### src/rtl/dcache_pkg.sv
package dcache_pkg;

  // Cache geometry, one word per line
  localparam int ADDR_W  = 10;  // Word address
  localparam int INDEX_W = 4;   // Line select, low address bits
  localparam int TAG_W   = ADDR_W - INDEX_W;
  localparam int LINES   = 1 << INDEX_W;
  localparam int DATA_W  = 32;

  // Controller states
  typedef enum logic [2:0] {
    IDLE         = 3'd0,
    COMPARE_TAG  = 3'd1,
    WRITE_BACK   = 3'd2,
    ALLOCATE     = 3'd3,
    CACHE_ACCESS = 3'd4,
    AMO_MODIFY   = 3'd5,
    AMO_STORE    = 3'd6
  } state_e;

  // Atomic memory operations
  typedef enum logic [2:0] {
    AMO_SWAP = 3'd0,
    AMO_ADD  = 3'd1,
    AMO_AND  = 3'd2,
    AMO_OR   = 3'd3,
    AMO_XOR  = 3'd4,
    AMO_MAX  = 3'd5   // Signed maximum
  } amo_op_e;

  // Write source of the data array
  typedef enum logic [1:0] {
    INSEL_CPU = 2'd0,
    INSEL_MEM = 2'd1,
    INSEL_AMO = 2'd2
  } insel_e;

endpackage
### src/rtl/dcache_top.sv
`timescale 1ns/1ps

module dcache_top (
  input  logic                          clk,
  input  logic                          rst,
  input  logic                          cpu_rden,
  input  logic                          cpu_wren,
  input  logic                          cpu_amoen,
  input  logic [dcache_pkg::ADDR_W-1:0] cpu_addr,
  input  logic [dcache_pkg::DATA_W-1:0] cpu_wdata,
  input  dcache_pkg::amo_op_e           cpu_amo_op,
  input  logic                          glob_stall,
  input  logic [dcache_pkg::DATA_W-1:0] mem_rdata,
  input  logic                          mem_ready,
  output logic [dcache_pkg::DATA_W-1:0] cpu_rdata,
  output logic                          dcache_stall,
  output logic                          mem_rden,
  output logic                          mem_wren,
  output logic [dcache_pkg::ADDR_W-1:0] mem_addr,
  output logic [dcache_pkg::DATA_W-1:0] mem_wdata
);

  logic [dcache_pkg::ADDR_W-1:0] req_addr;
  logic [dcache_pkg::DATA_W-1:0] req_wdata;
  dcache_pkg::amo_op_e           req_op;
  dcache_pkg::insel_e            cache_insel;
  logic                          cache_wren;
  logic                          set_dirty, set_valid, replace_tag, tag_sel;
  logic                          hit, dirty;
  logic                          amo_buffer_en, amo_unit_en;
  logic [dcache_pkg::DATA_W-1:0] line_rdata;
  logic [dcache_pkg::DATA_W-1:0] amo_result;

  dcache_ctrl ctrl_i (
    .clk(clk), .rst(rst),
    .cpu_rden(cpu_rden), .cpu_wren(cpu_wren), .cpu_amoen(cpu_amoen),
    .cpu_addr(cpu_addr), .cpu_wdata(cpu_wdata), .cpu_amo_op(cpu_amo_op),
    .glob_stall(glob_stall), .hit(hit), .dirty(dirty), .mem_ready(mem_ready),
    .req_addr(req_addr), .req_wdata(req_wdata), .req_op(req_op),
    .cache_wren(cache_wren), .cache_insel(cache_insel),
    .mem_rden(mem_rden), .mem_wren(mem_wren),
    .set_dirty(set_dirty), .set_valid(set_valid), .replace_tag(replace_tag),
    .tag_sel(tag_sel), .amo_buffer_en(amo_buffer_en), .amo_unit_en(amo_unit_en),
    .dcache_stall(dcache_stall)
  );

  dcache_tag_array tag_array_i (
    .clk(clk), .rst(rst), .req_addr(req_addr),
    .set_valid(set_valid), .set_dirty(set_dirty), .replace_tag(replace_tag),
    .tag_sel(tag_sel), .hit(hit), .dirty(dirty), .mem_addr(mem_addr)
  );

  dcache_data_array data_array_i (
    .clk(clk), .req_addr(req_addr), .req_wdata(req_wdata),
    .mem_rdata(mem_rdata), .amo_result(amo_result),
    .cache_wren(cache_wren), .cache_insel(cache_insel),
    .line_rdata(line_rdata), .mem_wdata(mem_wdata)
  );

  amo_unit amo_unit_i (
    .clk(clk), .rst(rst), .line_rdata(line_rdata), .req_wdata(req_wdata),
    .req_op(req_op), .amo_buffer_en(amo_buffer_en), .amo_unit_en(amo_unit_en),
    .amo_result(amo_result), .cpu_rdata(cpu_rdata)
  );

endmodule

### src/rtl/amo_unit.sv
`timescale 1ns/1ps

module amo_unit (
  input  logic                          clk,
  input  logic                          rst,
  input  logic [dcache_pkg::DATA_W-1:0] line_rdata,
  input  logic [dcache_pkg::DATA_W-1:0] req_wdata,
  input  dcache_pkg::amo_op_e           req_op,
  input  logic                          amo_buffer_en,
  input  logic                          amo_unit_en,
  output logic [dcache_pkg::DATA_W-1:0] amo_result,
  output logic [dcache_pkg::DATA_W-1:0] cpu_rdata
);

  logic [dcache_pkg::DATA_W-1:0] old_value;

  // The buffer loads before the modify step and holds during it
  always_ff @(posedge clk) begin
    if (rst) begin
      old_value <= '0;
    end else if (amo_buffer_en && !amo_unit_en) begin
      old_value <= line_rdata;
    end
  end

  always_comb begin
    case (req_op)
      dcache_pkg::AMO_SWAP: amo_result = req_wdata;
      dcache_pkg::AMO_ADD:  amo_result = old_value + req_wdata;
      dcache_pkg::AMO_AND:  amo_result = old_value & req_wdata;
      dcache_pkg::AMO_OR:   amo_result = old_value | req_wdata;
      dcache_pkg::AMO_XOR:  amo_result = old_value ^ req_wdata;
      dcache_pkg::AMO_MAX: begin
        if ($signed(old_value) > $signed(req_wdata)) begin
          amo_result = old_value;
        end else begin
          amo_result = req_wdata;
        end
      end
      default:              amo_result = req_wdata;
    endcase
  end

  // AMOs return the value before the update
  assign cpu_rdata = amo_unit_en ? old_value : line_rdata;

endmodule

### src/rtl/dcache_data_array.sv
`timescale 1ns/1ps

module dcache_data_array (
  input  logic                          clk,
  input  logic [dcache_pkg::ADDR_W-1:0] req_addr,
  input  logic [dcache_pkg::DATA_W-1:0] req_wdata,
  input  logic [dcache_pkg::DATA_W-1:0] mem_rdata,
  input  logic [dcache_pkg::DATA_W-1:0] amo_result,
  input  logic                          cache_wren,
  input  dcache_pkg::insel_e            cache_insel,
  output logic [dcache_pkg::DATA_W-1:0] line_rdata,
  output logic [dcache_pkg::DATA_W-1:0] mem_wdata
);

  logic [dcache_pkg::DATA_W-1:0]  data_mem [dcache_pkg::LINES];
  logic [dcache_pkg::DATA_W-1:0]  wr_data;
  logic [dcache_pkg::INDEX_W-1:0] index;

  assign index = req_addr[dcache_pkg::INDEX_W-1:0];

  always_comb begin
    case (cache_insel)
      dcache_pkg::INSEL_MEM: wr_data = mem_rdata;   // Refill
      dcache_pkg::INSEL_AMO: wr_data = amo_result;
      default:               wr_data = req_wdata;
    endcase
  end

  always_ff @(posedge clk) begin
    if (cache_wren) begin
      data_mem[index] <= wr_data;
    end
  end

  assign line_rdata = data_mem[index];
  assign mem_wdata  = data_mem[index];  // Write-back of the victim word

endmodule

### src/rtl/dcache_tag_array.sv
`timescale 1ns/1ps

module dcache_tag_array (
  input  logic                          clk,
  input  logic                          rst,
  input  logic [dcache_pkg::ADDR_W-1:0] req_addr,
  input  logic                          set_valid,
  input  logic                          set_dirty,
  input  logic                          replace_tag,
  input  logic                          tag_sel,
  output logic                          hit,
  output logic                          dirty,
  output logic [dcache_pkg::ADDR_W-1:0] mem_addr
);

  logic [dcache_pkg::TAG_W-1:0]   tag_mem [dcache_pkg::LINES];
  logic [dcache_pkg::LINES-1:0]   valid_bits;
  logic [dcache_pkg::LINES-1:0]   dirty_bits;
  logic [dcache_pkg::INDEX_W-1:0] index;
  logic [dcache_pkg::TAG_W-1:0]   req_tag;

  assign index   = req_addr[dcache_pkg::INDEX_W-1:0];
  assign req_tag = req_addr[dcache_pkg::ADDR_W-1:dcache_pkg::INDEX_W];

  always_ff @(posedge clk) begin
    if (rst) begin
      valid_bits <= '0;
      dirty_bits <= '0;
    end else if (replace_tag) begin
      valid_bits[index] <= set_valid;
      dirty_bits[index] <= set_dirty;
    end
  end

  always_ff @(posedge clk) begin
    if (replace_tag) begin
      tag_mem[index] <= req_tag;
    end
  end

  assign hit      = valid_bits[index] && (tag_mem[index] == req_tag);
  assign dirty    = valid_bits[index] && dirty_bits[index];
  assign mem_addr = tag_sel ? {tag_mem[index], index} : req_addr;  // Victim or request

  a_tag_valid: assert property (@(posedge clk) disable iff (rst) replace_tag |-> set_valid);

endmodule

### src/rtl/dcache_ctrl.sv
`timescale 1ns/1ps

module dcache_ctrl (
  input  logic                            clk,
  input  logic                            rst,
  input  logic                            cpu_rden,
  input  logic                            cpu_wren,
  input  logic                            cpu_amoen,
  input  logic [dcache_pkg::ADDR_W-1:0]   cpu_addr,
  input  logic [dcache_pkg::DATA_W-1:0]   cpu_wdata,
  input  dcache_pkg::amo_op_e             cpu_amo_op,
  input  logic                            glob_stall,
  input  logic                            hit,
  input  logic                            dirty,
  input  logic                            mem_ready,
  output logic [dcache_pkg::ADDR_W-1:0]   req_addr,
  output logic [dcache_pkg::DATA_W-1:0]   req_wdata,
  output dcache_pkg::amo_op_e             req_op,
  output logic                            cache_wren,
  output dcache_pkg::insel_e              cache_insel,
  output logic                            mem_rden,
  output logic                            mem_wren,
  output logic                            set_dirty,
  output logic                            set_valid,
  output logic                            replace_tag,
  output logic                            tag_sel,
  output logic                            amo_buffer_en,
  output logic                            amo_unit_en,
  output logic                            dcache_stall
);

  dcache_pkg::state_e state, next_state;
  logic rden_reg, wren_reg, amoen_reg;
  logic new_req;
  logic accept;

  assign new_req = cpu_rden || cpu_wren || cpu_amoen;
  assign accept  = !glob_stall && !dcache_stall;  // Cache free to take a request

  always_ff @(posedge clk) begin
    if (rst) begin
      rden_reg  <= 1'b0;
      wren_reg  <= 1'b0;
      amoen_reg <= 1'b0;
    end else if (accept) begin
      rden_reg  <= cpu_rden;
      wren_reg  <= cpu_wren;
      amoen_reg <= cpu_amoen;
    end
  end

  always_ff @(posedge clk) begin
    if (accept) begin
      req_addr  <= cpu_addr;
      req_wdata <= cpu_wdata;
      req_op    <= cpu_amo_op;
    end
  end

  always_ff @(posedge clk) begin
    if (rst) begin
      state <= dcache_pkg::IDLE;
    end else begin
      state <= next_state;
    end
  end

  always_comb begin
    next_state    = state;
    cache_wren    = 1'b0;
    cache_insel   = dcache_pkg::INSEL_CPU;
    mem_rden      = 1'b0;
    mem_wren      = 1'b0;
    set_dirty     = 1'b0;
    set_valid     = 1'b0;
    replace_tag   = 1'b0;
    tag_sel       = 1'b0;
    amo_buffer_en = 1'b0;
    amo_unit_en   = 1'b0;
    dcache_stall  = 1'b1;
    case (state)
      dcache_pkg::IDLE: begin
        dcache_stall = 1'b0;
        if (new_req && !glob_stall) begin
          next_state = dcache_pkg::COMPARE_TAG;
        end
      end
      dcache_pkg::COMPARE_TAG: begin
        if (hit && (rden_reg || wren_reg)) begin
          cache_wren   = wren_reg;   // CPU data on a write hit
          set_dirty    = 1'b1;
          set_valid    = 1'b1;
          replace_tag  = wren_reg;
          dcache_stall = 1'b0;
          if (glob_stall || new_req) begin
            next_state = dcache_pkg::COMPARE_TAG;
          end else begin
            next_state = dcache_pkg::IDLE;
          end
        end else if (hit && amoen_reg) begin
          set_dirty     = 1'b1;      // The AMO always stores
          set_valid     = 1'b1;
          replace_tag   = 1'b1;
          amo_buffer_en = 1'b1;      // Capture old value
          next_state    = dcache_pkg::AMO_MODIFY;
        end else if (dirty) begin
          mem_wren   = 1'b1;
          tag_sel    = 1'b1;         // Victim address
          set_dirty  = wren_reg;
          set_valid  = 1'b1;
          next_state = dcache_pkg::WRITE_BACK;
        end else begin
          mem_rden   = 1'b1;
          set_dirty  = wren_reg;
          set_valid  = 1'b1;
          next_state = dcache_pkg::ALLOCATE;
        end
      end
      dcache_pkg::WRITE_BACK: begin
        if (mem_ready) begin
          cache_insel = dcache_pkg::INSEL_MEM;
          mem_rden    = 1'b1;        // Refill starts right away
          next_state  = dcache_pkg::ALLOCATE;
        end else begin
          mem_wren  = 1'b1;
          tag_sel   = 1'b1;
          set_dirty = wren_reg;
          set_valid = 1'b1;
        end
      end
      dcache_pkg::ALLOCATE: begin
        if (mem_ready) begin
          cache_wren  = 1'b1;
          cache_insel = dcache_pkg::INSEL_MEM;
          set_dirty   = wren_reg || amoen_reg;
          set_valid   = 1'b1;
          replace_tag = 1'b1;
          next_state  = dcache_pkg::CACHE_ACCESS;
        end else begin
          mem_rden = 1'b1;
        end
      end
      dcache_pkg::CACHE_ACCESS: begin
        if (!amoen_reg) begin
          cache_wren   = wren_reg;
          dcache_stall = 1'b0;
          if (glob_stall) begin
            next_state = dcache_pkg::CACHE_ACCESS;
          end else if (new_req) begin
            next_state = dcache_pkg::COMPARE_TAG;
          end else begin
            next_state = dcache_pkg::IDLE;
          end
        end else begin
          amo_buffer_en = 1'b1;      // Refilled word is the old value
          next_state    = dcache_pkg::AMO_MODIFY;
        end
      end
      dcache_pkg::AMO_MODIFY: begin
        cache_insel   = dcache_pkg::INSEL_AMO;
        amo_buffer_en = 1'b1;
        amo_unit_en   = 1'b1;
        next_state    = dcache_pkg::AMO_STORE;
      end
      dcache_pkg::AMO_STORE: begin
        cache_wren   = 1'b1;
        cache_insel  = dcache_pkg::INSEL_AMO;
        amo_unit_en  = 1'b1;         // CPU sees the old value
        dcache_stall = 1'b0;
        if (glob_stall) begin
          next_state = dcache_pkg::AMO_STORE;
        end else if (new_req) begin
          next_state = dcache_pkg::COMPARE_TAG;
        end else begin
          next_state = dcache_pkg::IDLE;
        end
      end
      default: begin
        next_state = dcache_pkg::IDLE;
      end
    endcase
  end

  // One memory transfer direction at a time
  a_mem_excl: assert property (@(posedge clk) disable iff (rst) !(mem_rden && mem_wren));

  // IDLE is only held or entered once the access has completed
  a_idle_no_stall: assert property (@(posedge clk) disable iff (rst)
    (state == dcache_pkg::IDLE || next_state == dcache_pkg::IDLE) |-> !dcache_stall);

endmodule

### config.mk
export PLATFORM = sky130hd
export DESIGN_NAME = dcache_top
export DESIGN_NICKNAME = d
export VERILOG_FILES = /design/src/rtl/dcache_pkg.sv /design/src/rtl/dcache_top.sv /design/src/rtl/amo_unit.sv /design/src/rtl/dcache_data_array.sv /design/src/rtl/dcache_tag_array.sv /design/src/rtl/dcache_ctrl.sv
export SDC_FILE = /design/constraint.sdc
export NUM_CORES = 1
export LEC_CHECK = 0
export CORE_MARGIN = 2
export CORE_UTILIZATION = 45
export CTS_CLUSTER_DIAMETER = 60
export CTS_CLUSTER_SIZE = 40
export DETAILED_ROUTE_END_ITERATION = 6
export DONT_BUFFER_PORTS = 1
export SLEW_MARGIN = 25
export SYNTH_ARGS = -nofsm -noshare
export SYNTH_HDL_FRONTEND = slang
export SYNTH_HIERARCHICAL = 1
export SYNTH_SLANG_ARGS = --single-unit
### constraint.sdc
create_clock -name clk -period 9 [get_ports clk]
set_input_delay 0.9 -clock clk [delete_from_list [all_inputs] [get_ports clk]]
set_output_delay 0.9 -clock clk [all_outputs]
set_load 0.02 [all_outputs]
== Yosys cells after proc, flatten, opt, wreduce, memory -nomap -nowiden ==
Memory sizes are Yosys's and may differ from the RTL's. A register that Yosys moved wholly into a read port is not among the register bits.
Cells that the tools add are included.
Widths: inputs -> output; s select.
Storage, ports and cells
  register bits after elaboration: 115
  bits in writable memories: 608
  bits of input ports: 84
  output and inout port bits: 77
  logic and storage cells: 118
  memories kept: 2
Memories
  data_array_i.data_mem: words 16, bits a word 32, rd ports 1, clocked after memory_dff 1, wr ports 1, RTL line dcache_data_array.sv:15  | logic [dcache_pkg::DATA_W-1:0] data_mem [dcache_pkg::LINES];
  tag_array_i.tag_mem: words 16, bits a word 6, rd ports 1, clocked after memory_dff 1, wr ports 1, RTL line dcache_tag_array.sv:16  | logic [dcache_pkg::TAG_W-1:0] tag_mem [dcache_pkg::LINES];
Operators by class
  $add $sub $neg: 1
  $lt $le $gt $ge: 3
  equality and inequality tests: 17
  multiplexer cells: 61
  bitwise logic cells: 3
  reduce and logical (&&, ||, !) cells: 21
Operators with widths (count)
  $pmux 32 s5: 1
  $mux 32: 2
  $pmux 32 s2: 1
  $add 32x32->32: 1
  $and 32x32->32: 1
  $bwmux 16: 2
  $gt 32x32->1: 1
  $or 32x32->32: 1
  $xor 32x32->32: 1
  $mux 1: 31
  $mux 3: 8
  $pmux 3 s7: 1
  $eq 3x3->1 const B: 5
  $pmux 1 s3: 5
  $eq 3x2->1 const B: 4
  $mux 10: 1
  $bmux 1 s4: 2
  $logic_and 1x1->1: 8
  $mux 4: 2
  $eq 3x1->1 const B: 2
  $eq 6x6->1: 1
  $reduce_or 2->1: 3
  $logic_or 1x1->1: 5
  $lt 4x5->1 const B: 1
  other kinds (12): 16

== Depth between registers and ports, before layout ==
Gate-level depths: netlist of run 1.
  depth in word-level cells: 9
  gate-level depth with buffers: 18
  gate-level depth less buffers: 14

== By module ==
The synthesis of run 1 kept the hierarchy.
By module, submodules not included
  dcache_data_array: instances 1, cells each 953, area an instance 20065.5 um2, seq. area each 15374.7 um2
  amo_unit: instances 1, cells each 910, area an instance 6139.6 um2, seq. area each 640.6 um2
  dcache_tag_array: instances 1, cells each 370, area an instance 5515.3 um2, seq. area each 3523.4 um2
  dcache_ctrl: instances 1, cells each 122, area an instance 1948.1 um2, seq. area each 1471.4 um2

== Worst setup path before layout of run 1 ==
No wires, ideal clock.
  path type: register to register
  start point: register ctrl_i/req_addr[2] (netlist bit)
  end point: memory data_array_i/data_mem[0][0] (netlist bit), enable pin
  library setup time: 461 ps
  arrival time: 5478 ps
  required time: 8539 ps
  path slack: 3061 ps
  cell stages (with the launch flop): 14
  buffers on the path: 2
  period minus slack after synthesis: 5939 ps
  path through: edfxtp_1 buf_2 buf_2 mux2i_1 mux4_2 xnor2_1 nor2_1 nand4_1 a21oi_1 nand3_1 a211o_1 a21oi_1 or3b_2 nor3_1
Between the ends
  word-level cells in the longest chain between the ends: 8
Ends and longest elaborated chain
  from (decl): RTL line dcache_ctrl.sv:16  | output logic [dcache_pkg::ADDR_W-1:0] req_addr,
  from (signal assigned): RTL line dcache_ctrl.sv:54  | req_addr <= cpu_addr;
  $bmux 1 s4: RTL line dcache_tag_array.sv:41  | assign hit = valid_bits[index] && (tag_mem[index] == req_tag);
  $mux 1 (not written as such): RTL line dcache_tag_array.sv:41
  $logic_and 1x1->1: RTL line dcache_tag_array.sv:41
  via hit: RTL line dcache_top.sv:29  | logic hit, dirty;
  $logic_and 1x1->1: RTL line dcache_ctrl.sv:89  | if (hit && (rden_reg || wren_reg)) begin
  $mux 1: RTL line dcache_ctrl.sv:89
  $pmux 1 s4: RTL line dcache_ctrl.sv:81  | case (state)
  via cache_wren: RTL line dcache_top.sv:27  | logic cache_wren;
  $mux 1: RTL line dcache_data_array.sv:30  | if (cache_wren) begin
  $mux 1 (not written as such): RTL line dcache_data_array.sv:31  | data_mem[index] <= wr_data;
  to (decl): RTL line dcache_data_array.sv:15
The timed path passes the listed nets, and every way through them passes these cells. The select of a mux whose other input is x is not followed.

== Worst setup path in the final report of run 1 ==
  start point: register ctrl_i/req_addr[0] (netlist bit)
  end point: memory data_array_i/data_mem[15][28] (netlist bit), enable pin
The elaborated chain is that of the path after synthesis.

==> results.md, run 1 <==
- Commonest cells in the netlist: edfxtp_1 (653), nand2_1 (205), a21oi_1 (167)
- Synth Instances: 2,355
- CORE AREA: 74,200 um2
- Total gr overflow: 0
- Top Registers: data_array_i/data_mem (512), tag_array_i/tag_mem (96)
- CP Max Fanout: 48
- Sw Ratio: 0.3188
- Top cells by area, synth: edfxtp_1 (58%), mux4_2 (10%), dfxtp_1 (4.2%)
- Post-route ant nets: 0
- Critical Path Slowest Stage Cell: nor2_4
- Async S/R FF share, synth: 0
- Dominant cell by count in the synthesized netlist: edfxtp_1
- Slew Limit Fails: 0
- PostCTS Resize Cnt: 0
- H-tree depth: 2
- Max Clk Rate: 0.1715 GHz
- 1st-pass router iterations: 5
- Layout cells sized above 1: 0.1771
- Sequential power share: 0.476
- CP Launch Type: flop
- First-pass GRT wire length: 126.7 mm
- Largest net degree at the start of global routing: 117
- # rows: 100
- Num CTS Buffers: 51
- Worst Tran Pin Value: 1.077 ns
- Mux contribution to synthesized area: 0.1338
- Xor and xnor area share after synthesis: 0.009365
- Gr usage total: 0.2178
- CP Class: reg2reg
- CTS sink cnt: 723
- Clock power frac: 0.317
- Mapped Area: 33,670 um2
- Starting Density: 0.4538
- Syn_area_per_cell: 14.30 um2
- P per Cell Area: 225.2 nW/um2
- Vias per cell: 6.030
- Netlist cell types: 83
- EDFF count, synth: 653
- Initial antenna violation count: 4
- Critical Path RT: 9.30 ns
- RSZ-0062 raised after global routing: false
- Routed length per instance: 25.65 um
- Die W: 277.5 um
- Flop and latch count out of synthesis: 723
- Final worst-path cycle share: 0.6477
- Max_slew headroom: 0.2802
- Num ports: 161
- Bufs on Longest Clock Path: 3
- Initial DRC Count: 1,904
- Fin. Hold Viols: 0
- Layout area overhead: 9.216%
- Sequence of cells on the critical path: buf_6, mux4_2, mux2i_1, mux2_2, xnor2_1, nand3_1, a21oi_1, nand3_1, a211o_1, a21oi_1, nand3_1, nor2_4, buf_4
- Clock skew: 0.03193 ns
- DIE AREA: 77,020 um2
- Setup TNS Final: 0 ns
- VDD IR max: 0.1448 mV
- CTS root buf: clkbuf_16
- Post-synthesis compound-gate area fraction: 0.09606
- Routability congestion estimate: 0.9003
- Slowest stage delay, CP: 0.69 ns
- Adder-Cell Fraction of Synth Area: 0.03739
- Synth area leader: edfxtp_1
- HPWL Detailed: 54.73 mm
- Fin crit period: 5.829 ns
- CP Data Arrival Time: 6.13 ns
- YS warnings: 6
- Vias in the first global route: 19,609
- Total number of vias: 19,982
- Final setup vio count: 0
- FILL cells: 6,204
- Sw power: 2.640 mW
- Biggest register: data_array_i/data_mem
- CTS tree: built
- Syn nets: 2,539
- Number of remaining DRC errors: 0
- Max-cap violation count: 0
- Buf/Inv on CP: 2
- Final Power: 8.283 mW
- Hold Path Class: in2reg
- Fin nets: 2,484
- Setup Fix Bufs, Post-CTS: 0
- Multi-input combinational cell area: 11,520 um2
- Leak: 12.10 nW
- Internal cell power: 5.642 mW
- Clock Pin Slew Worst Setup and Hold Paths: 0.09 ns
- Total wire length: 85.02 mm
- I/O Buffers: 0
- # hold bufs at CTS: 0
- Top delay family on crit path: simple AND/OR/NAND/NOR gates
- Worst setup EP type: flop
- Top FF cell, synth: edfxtp_1
- CP most frequent cell: nand3_1
- Status: finished clean
- Number of flip-flops in the largest register: 512
- Die Y: 277.5 um
- Clock Latency Late Sink: 0.65 ns
- Simple-gate share of the synthesized area: 0.05913
- Gate power share: 0.207
- Area occupied by registers: 21,010 um2
- Yosys top cell area share: 0.5824
- Reg2reg setup slack: 3.17 ns
- Largest family of logic cells by synthesized area: multiplexers
- Post-synthesis sequential area ratio: 0.6240
[power by group through the flow]
stage	combinational [mW]	clock, mW	sequential (mW)
2_1_floorplan	1.26	0	3.99
3_3_place_gp	1.66	0	4.02
3_5_place_dp	1.70	0	4.02
4_1_cts	1.70	2.69	3.94
5_1_grt	1.84	2.81	3.95
6_report	1.71	2.63	3.94
[layer usage]
metal  GRT usage  share of wire
met1      0.3112           0.43
met2      0.3435           0.47
met3     0.04489          0.083
met4     0.05211          0.022
met5           0        0.00014
[metrics by stage]
step	hold slack, ns	setup WS (ns)	utilization	cell area, um2	std cells
6_report	0.3158	3.171	0.4956	36770	3314
2_1_floorplan	0.4331	3.061	-	33670	2355
4_1_cts	0.2846	2.847	0.4936	36620	3307
3_3_place_gp	0.4409	2.944	0.4667	34630	3211
5_1_grt	0.2927	2.843	0.4955	36770	3312
3_5_place_dp	0.4435	2.853	0.4670	34650	3211
[worst paths after layout]
check,depth (start not counted),endpoint,start
min,1,amo_unit_i/old_value[1]$_SDFFE_PP0P_,rst
max,13,data_array_i/data_mem[15][28]$_DFFE_PP_,ctrl_i/req_addr[0]$_DFFE_PP_
min reg2reg,2,tag_array_i/dirty_bits[2]$_SDFFE_PP0P_,tag_array_i/dirty_bits[2]$_SDFFE_PP0P_
max reg2reg,13,data_array_i/data_mem[15][28]$_DFFE_PP_,ctrl_i/req_addr[0]$_DFFE_PP_
[placed cells by master (no fill, tap or decap), types with 59 or more instances in the layout]
| master | instances |
|---|---|
| a21oi_1 | 165 |
| a22oi_1 | 109 |
| buf_4 | 59 |
| dfxtp_1 | 70 |
| edfxtp_1 | 653 |
| ha_1 | 98 |
| inv_1 | 104 |
| mux4_2 | 151 |
| nand2_1 | 205 |
| nor2_1 | 108 |
| o21ai_0 | 94 |
[layout make-up]
type	count	share of cell area
clock buffers	53	0.03501
repair buffers	67	0.01698
flip-flops and latches	723	0.5714
inverters	114	0.01164
multi-input cells	1343	0.3132
diodes	2	0.0001361
well taps	969	0.03297
clock inverters	43	0.01871
[worst reg2reg max path, delay by kind of cell, from the launching register on]
kind,cells,cell delay (ns)
and+or+nand+nor,4,1.42
AOI/OAI and AO/OA,3,1.38
buffers and inverters,2,0.99
DFF,1,0.49
xor gates and xnor gates,1,0.12
muxes,3,1.11
[kinds of logic after synthesis]
family / after synthesis
buffers and inverters: 289
DFF: 723
adders and majority gates: 100
and+or+nand+nor: 451
xor gates and xnor gates: 36
AOI/OAI and AO/OA: 507
muxes: 249
No activity file was read; power rests on OpenSTA's default activity.
==> inputs of run 2 (changes only) <==
--- a/config.mk
+++ b/config.mk
@@ -5,6 +5,7 @@
 export SDC_FILE = /design/constraint.sdc
 export NUM_CORES = 1
 export LEC_CHECK = 0
+export ABC_AREA = 1
 export CORE_MARGIN = 2
 export CORE_UTILIZATION = 45
 export CTS_CLUSTER_DIAMETER = 60
==> constraint.sdc (replaced) <==
create_clock -name clk -period 5.3 [get_ports clk]
set_input_delay 0.53 -clock clk [delete_from_list [all_inputs] [get_ports clk]]
set_output_delay 0.53 -clock clk [all_outputs]
set_load 0.02 [all_outputs]
==> run 2 against run 1 <==
Die area is 7.6% higher. Count of clock-buffer cells in the layout grew 5. Combinational power rose to 3.4 times the previous value. Utilization rose by 0.53 points. Wire length rose by 24%. Register-to-register slack got worse by 2.3 ns. First-iteration DRC count rose by 31%. Clock power increased by 87%. Synthesized area is 7.7% higher. Total power grew 120%. Sequential power grew 83%. Non-clock buffer count rose by 94.
==> results.md, run 2 <==
- Top cells by area, synth: edfxtp_1 (54%), nand2_1 (21%), dfxtp_1 (3.9%)
- Final setup vio count: 0
- # rows: 104
- Max Clk Rate: 0.2106 GHz
- CP most frequent cell: nand2_1
- Final Power: 17.96 mW
- VDD IR max: 0.2812 mV
- Design area: 40,150 um2
- Status: finished clean
- Xor and xnor area share after synthesis: 0.0004830
- P per Cell Area: 447.4 nW/um2
- Post-route ant nets: 0
- Netlist cell types: 48
- Routed length per instance: 20.20 um
- Top Layer Used: met4
- Final setup margin: 0.5506 ns
- Vias per cell: 5.276
- CTS tree: built
- Hold Path Class: in2reg
- Fin crit period: 4.749 ns
- Critical Path Slowest Stage Cell: buf_12
- Final worst-path cycle share: 0.8961
- Yosys top cell area share: 0.5407
- Async S/R FF share, synth: 0
- Total number of vias: 27,448
- I/O Buffers: 0
- Commonest cells in the netlist: nand2_1 (2,005), edfxtp_1 (653), inv_1 (257)
- CORE AREA: 80,160 um2
- Clock skew: 0.04958 ns
- Leak: 16.78 nW
- Non-filler cells, final: 5,202
- Layout cells sized above 1: 0.07036
- RSZ-0062 raised after global routing: false
- Routability congestion estimate: 0.9450
- Top Registers: data_array_i/data_mem (512), tag_array_i/tag_mem (96)
- Commonest non-fill, non-tap cell in the layout: nand2_1
- Fin nets: 4,273
- CP Launch Type: flop
- Simple-gate share of the synthesized area: 0.2551
- Buf/Inv on CP: 5
- Total gr overflow: 0
- Mux contribution to synthesized area: 0
- CTS sink cnt: 723
- Fin. Hold Viols: 0
- Post-synthesis compound-gate area fraction: 0.06411
- Metal1 wirelength: 46.06 mm
- Num ports: 161
- CP Max Fanout: 132
- Setup Fix Bufs, Post-CTS: 0
- CP Class: reg2out
- Setup TNS Final: 0 ns
- Slowest stage delay, CP: 0.63 ns
- CP Data Arrival Time: 4.22 ns
- Met3 WL: 8.021 mm
- Initial DRC Count: 2,492
- Met2 WL: 47.88 mm
- Flop and latch count out of synthesis: 723
- Worst Tran Pin Value: 1.126 ns
- EDFF count, synth: 653
- Most frequent cells in the layout: nand2_1 (2,004), edfxtp_1 (653), inv_1 (252)
- FILL cells: 7,547
- Area post-placement: 37,410 um2
- Largest family of logic cells by synthesized area: simple AND/OR/NAND/NOR gates
- Post-Place Cells: 5,043
- Max-cap violation count: 0
- Die W: 287.9 um
- # hold bufs at CTS: 46
- Die Y: 287.9 um
- Pre-CTS setup slack: 0.9480 ns
- Gr usage total: 0.2495
- DIE AREA: 82,870 um2
- Worst setup EP type: output pin
- Critical Path RT: 4.77 ns
- Slew Limit Fails: 0
- Post-synthesis sequential area ratio: 0.5794
- Syn nets: 4,283
- Num CTS Buffers: 58
- Adder-Cell Fraction of Synth Area: 0.03471
- CTS root buf: clkbuf_16
- Synth Instances: 4,099
- Top FF cell, synth: edfxtp_1
- Clock Pin Slew Worst Setup and Hold Paths: 0.09 ns
- Bufs on Longest Clock Path: 3
- Dominant cell by count in the synthesized netlist: nand2_1
- Initial antenna violation count: 8
- First-pass GRT wire length: 156.3 mm
- PostCTS Resize Cnt: 0
- HPWL Detailed: 67.20 mm
- Vias in the first global route: 25,150
- Top delay family on crit path: buffers and inverters
- 1st-pass router iterations: 6
- Number of remaining DRC errors: 0
- YS warnings: 6
- Total wire length: 105.1 mm
- Starting Density: 0.4524
- Syn_area_per_cell: 8.847 um2
- H-tree depth: 2
- Clock Latency Late Sink: 0.68 ns
- Mapped Area: 36,260 um2
- Number of flip-flops in the largest register: 512
- Synth area leader: edfxtp_1
- Max_slew headroom: 0.2492
- Largest net degree at the start of global routing: 133
- Biggest register: data_array_i/data_mem
- Sequence of cells on the critical path: buf_4, buf_12, inv_4, buf_12, nand2_1, nand2_1, nand2_1, nand2_1, inv_1, nand2_1, nand2_1, o21ai_0
- Layout area overhead: 10.71%
==> run 2: cell count changes after synthesis, moves of 49 or more <==
cell,previous run,this run
mux4_2,151,0
buf_2,26,75
mux2i_1,54,0
nand3_1,25,85
nand2_1,205,2005
a22oi_1,109,10
inv_1,104,257
==> run 2: where the power goes <==
group | internal (mW) | switching, mW
sequential | 6.99 | 0.218
combinational | 1.40 | 4.44
clock | 2.35 | 2.57
total | 10.7 | 7.22
==> run 2: final timing paths <==
check	startpoint	end	slack, ns	cells after the start
setup / recovery	ctrl_i/req_addr[1]$_DFFE_PP_	cpu_rdata[29]	0.55	12
hold / removal	rst	ctrl_i/wren_reg$_SDFFE_PP0P_	0.11	3
hold reg to reg	tag_array_i/dirty_bits[11]$_SDFFE_PP0P_	tag_array_i/dirty_bits[11]$_SDFFE_PP0P_	0.47	2
setup reg to reg	ctrl_i/req_addr[0]$_DFFE_PP_	data_array_i/data_mem[2][6]$_DFFE_PP_	0.92	18
==> run 2: cells by family after synthesis <==
group           count (synthesis)
simple gates                 2351
buf+inv                       498
xor+xnor                        2
fa+ha+maj                     100
flops                         723
compound gates                425
==> run 2: worst reg2reg max path: stages, from the launching register on <==
cell and delay, ns:
edfxtp_1 0.40, buf_12 0.46, nor2_2 0.28, nand2_1 0.11, nand2_1 0.04, o21ai_0 0.17
nand2_1 0.13, nor2_1 0.14, nand2_1 0.06, nand2_1 0.07, nand3_1 0.07, nor2_1 0.26
nand2_1 0.12, o22ai_1 0.19, o21bai_1 0.23, inv_1 0.23, nand3_1 0.34, nor2_4 0.45
buf_12 0.29
==> run 2: per-layer routing <==
metal / global-route usage / up-vias
met4: 0.07824 / 0
met1: 0.3507 / 12993
li1: - / 13312
met5: 0 / -
met3: 0.04010 / 171
met2: 0.3966 / 972
==> run 2: layout make-up <==
type | instances | area, um2 | share of cell area
antenna | 6 | 15.01 | 0.0003740
clock buffer | 58 | 1451 | 0.03615
clock inverter | 49 | 798.3 | 0.01988
inverter | 267 | 1015 | 0.02527
multi-input combinational | 2878 | 13010 | 0.3241
sequential | 723 | 21010 | 0.5233
tap | 1060 | 1326 | 0.03304
timing repair buffer | 161 | 1521 | 0.03790
==> run 2: through the flow <==
stage | utilization | hold slack (ns)
detailed placement | 0.4667 | 0.4475
floorplan | - | 0.4324
CTS | 0.5007 | 0.07336
global route | 0.5008 | 0.09945
global placement | 0.4667 | 0.4432
finish | 0.5009 | 0.1051
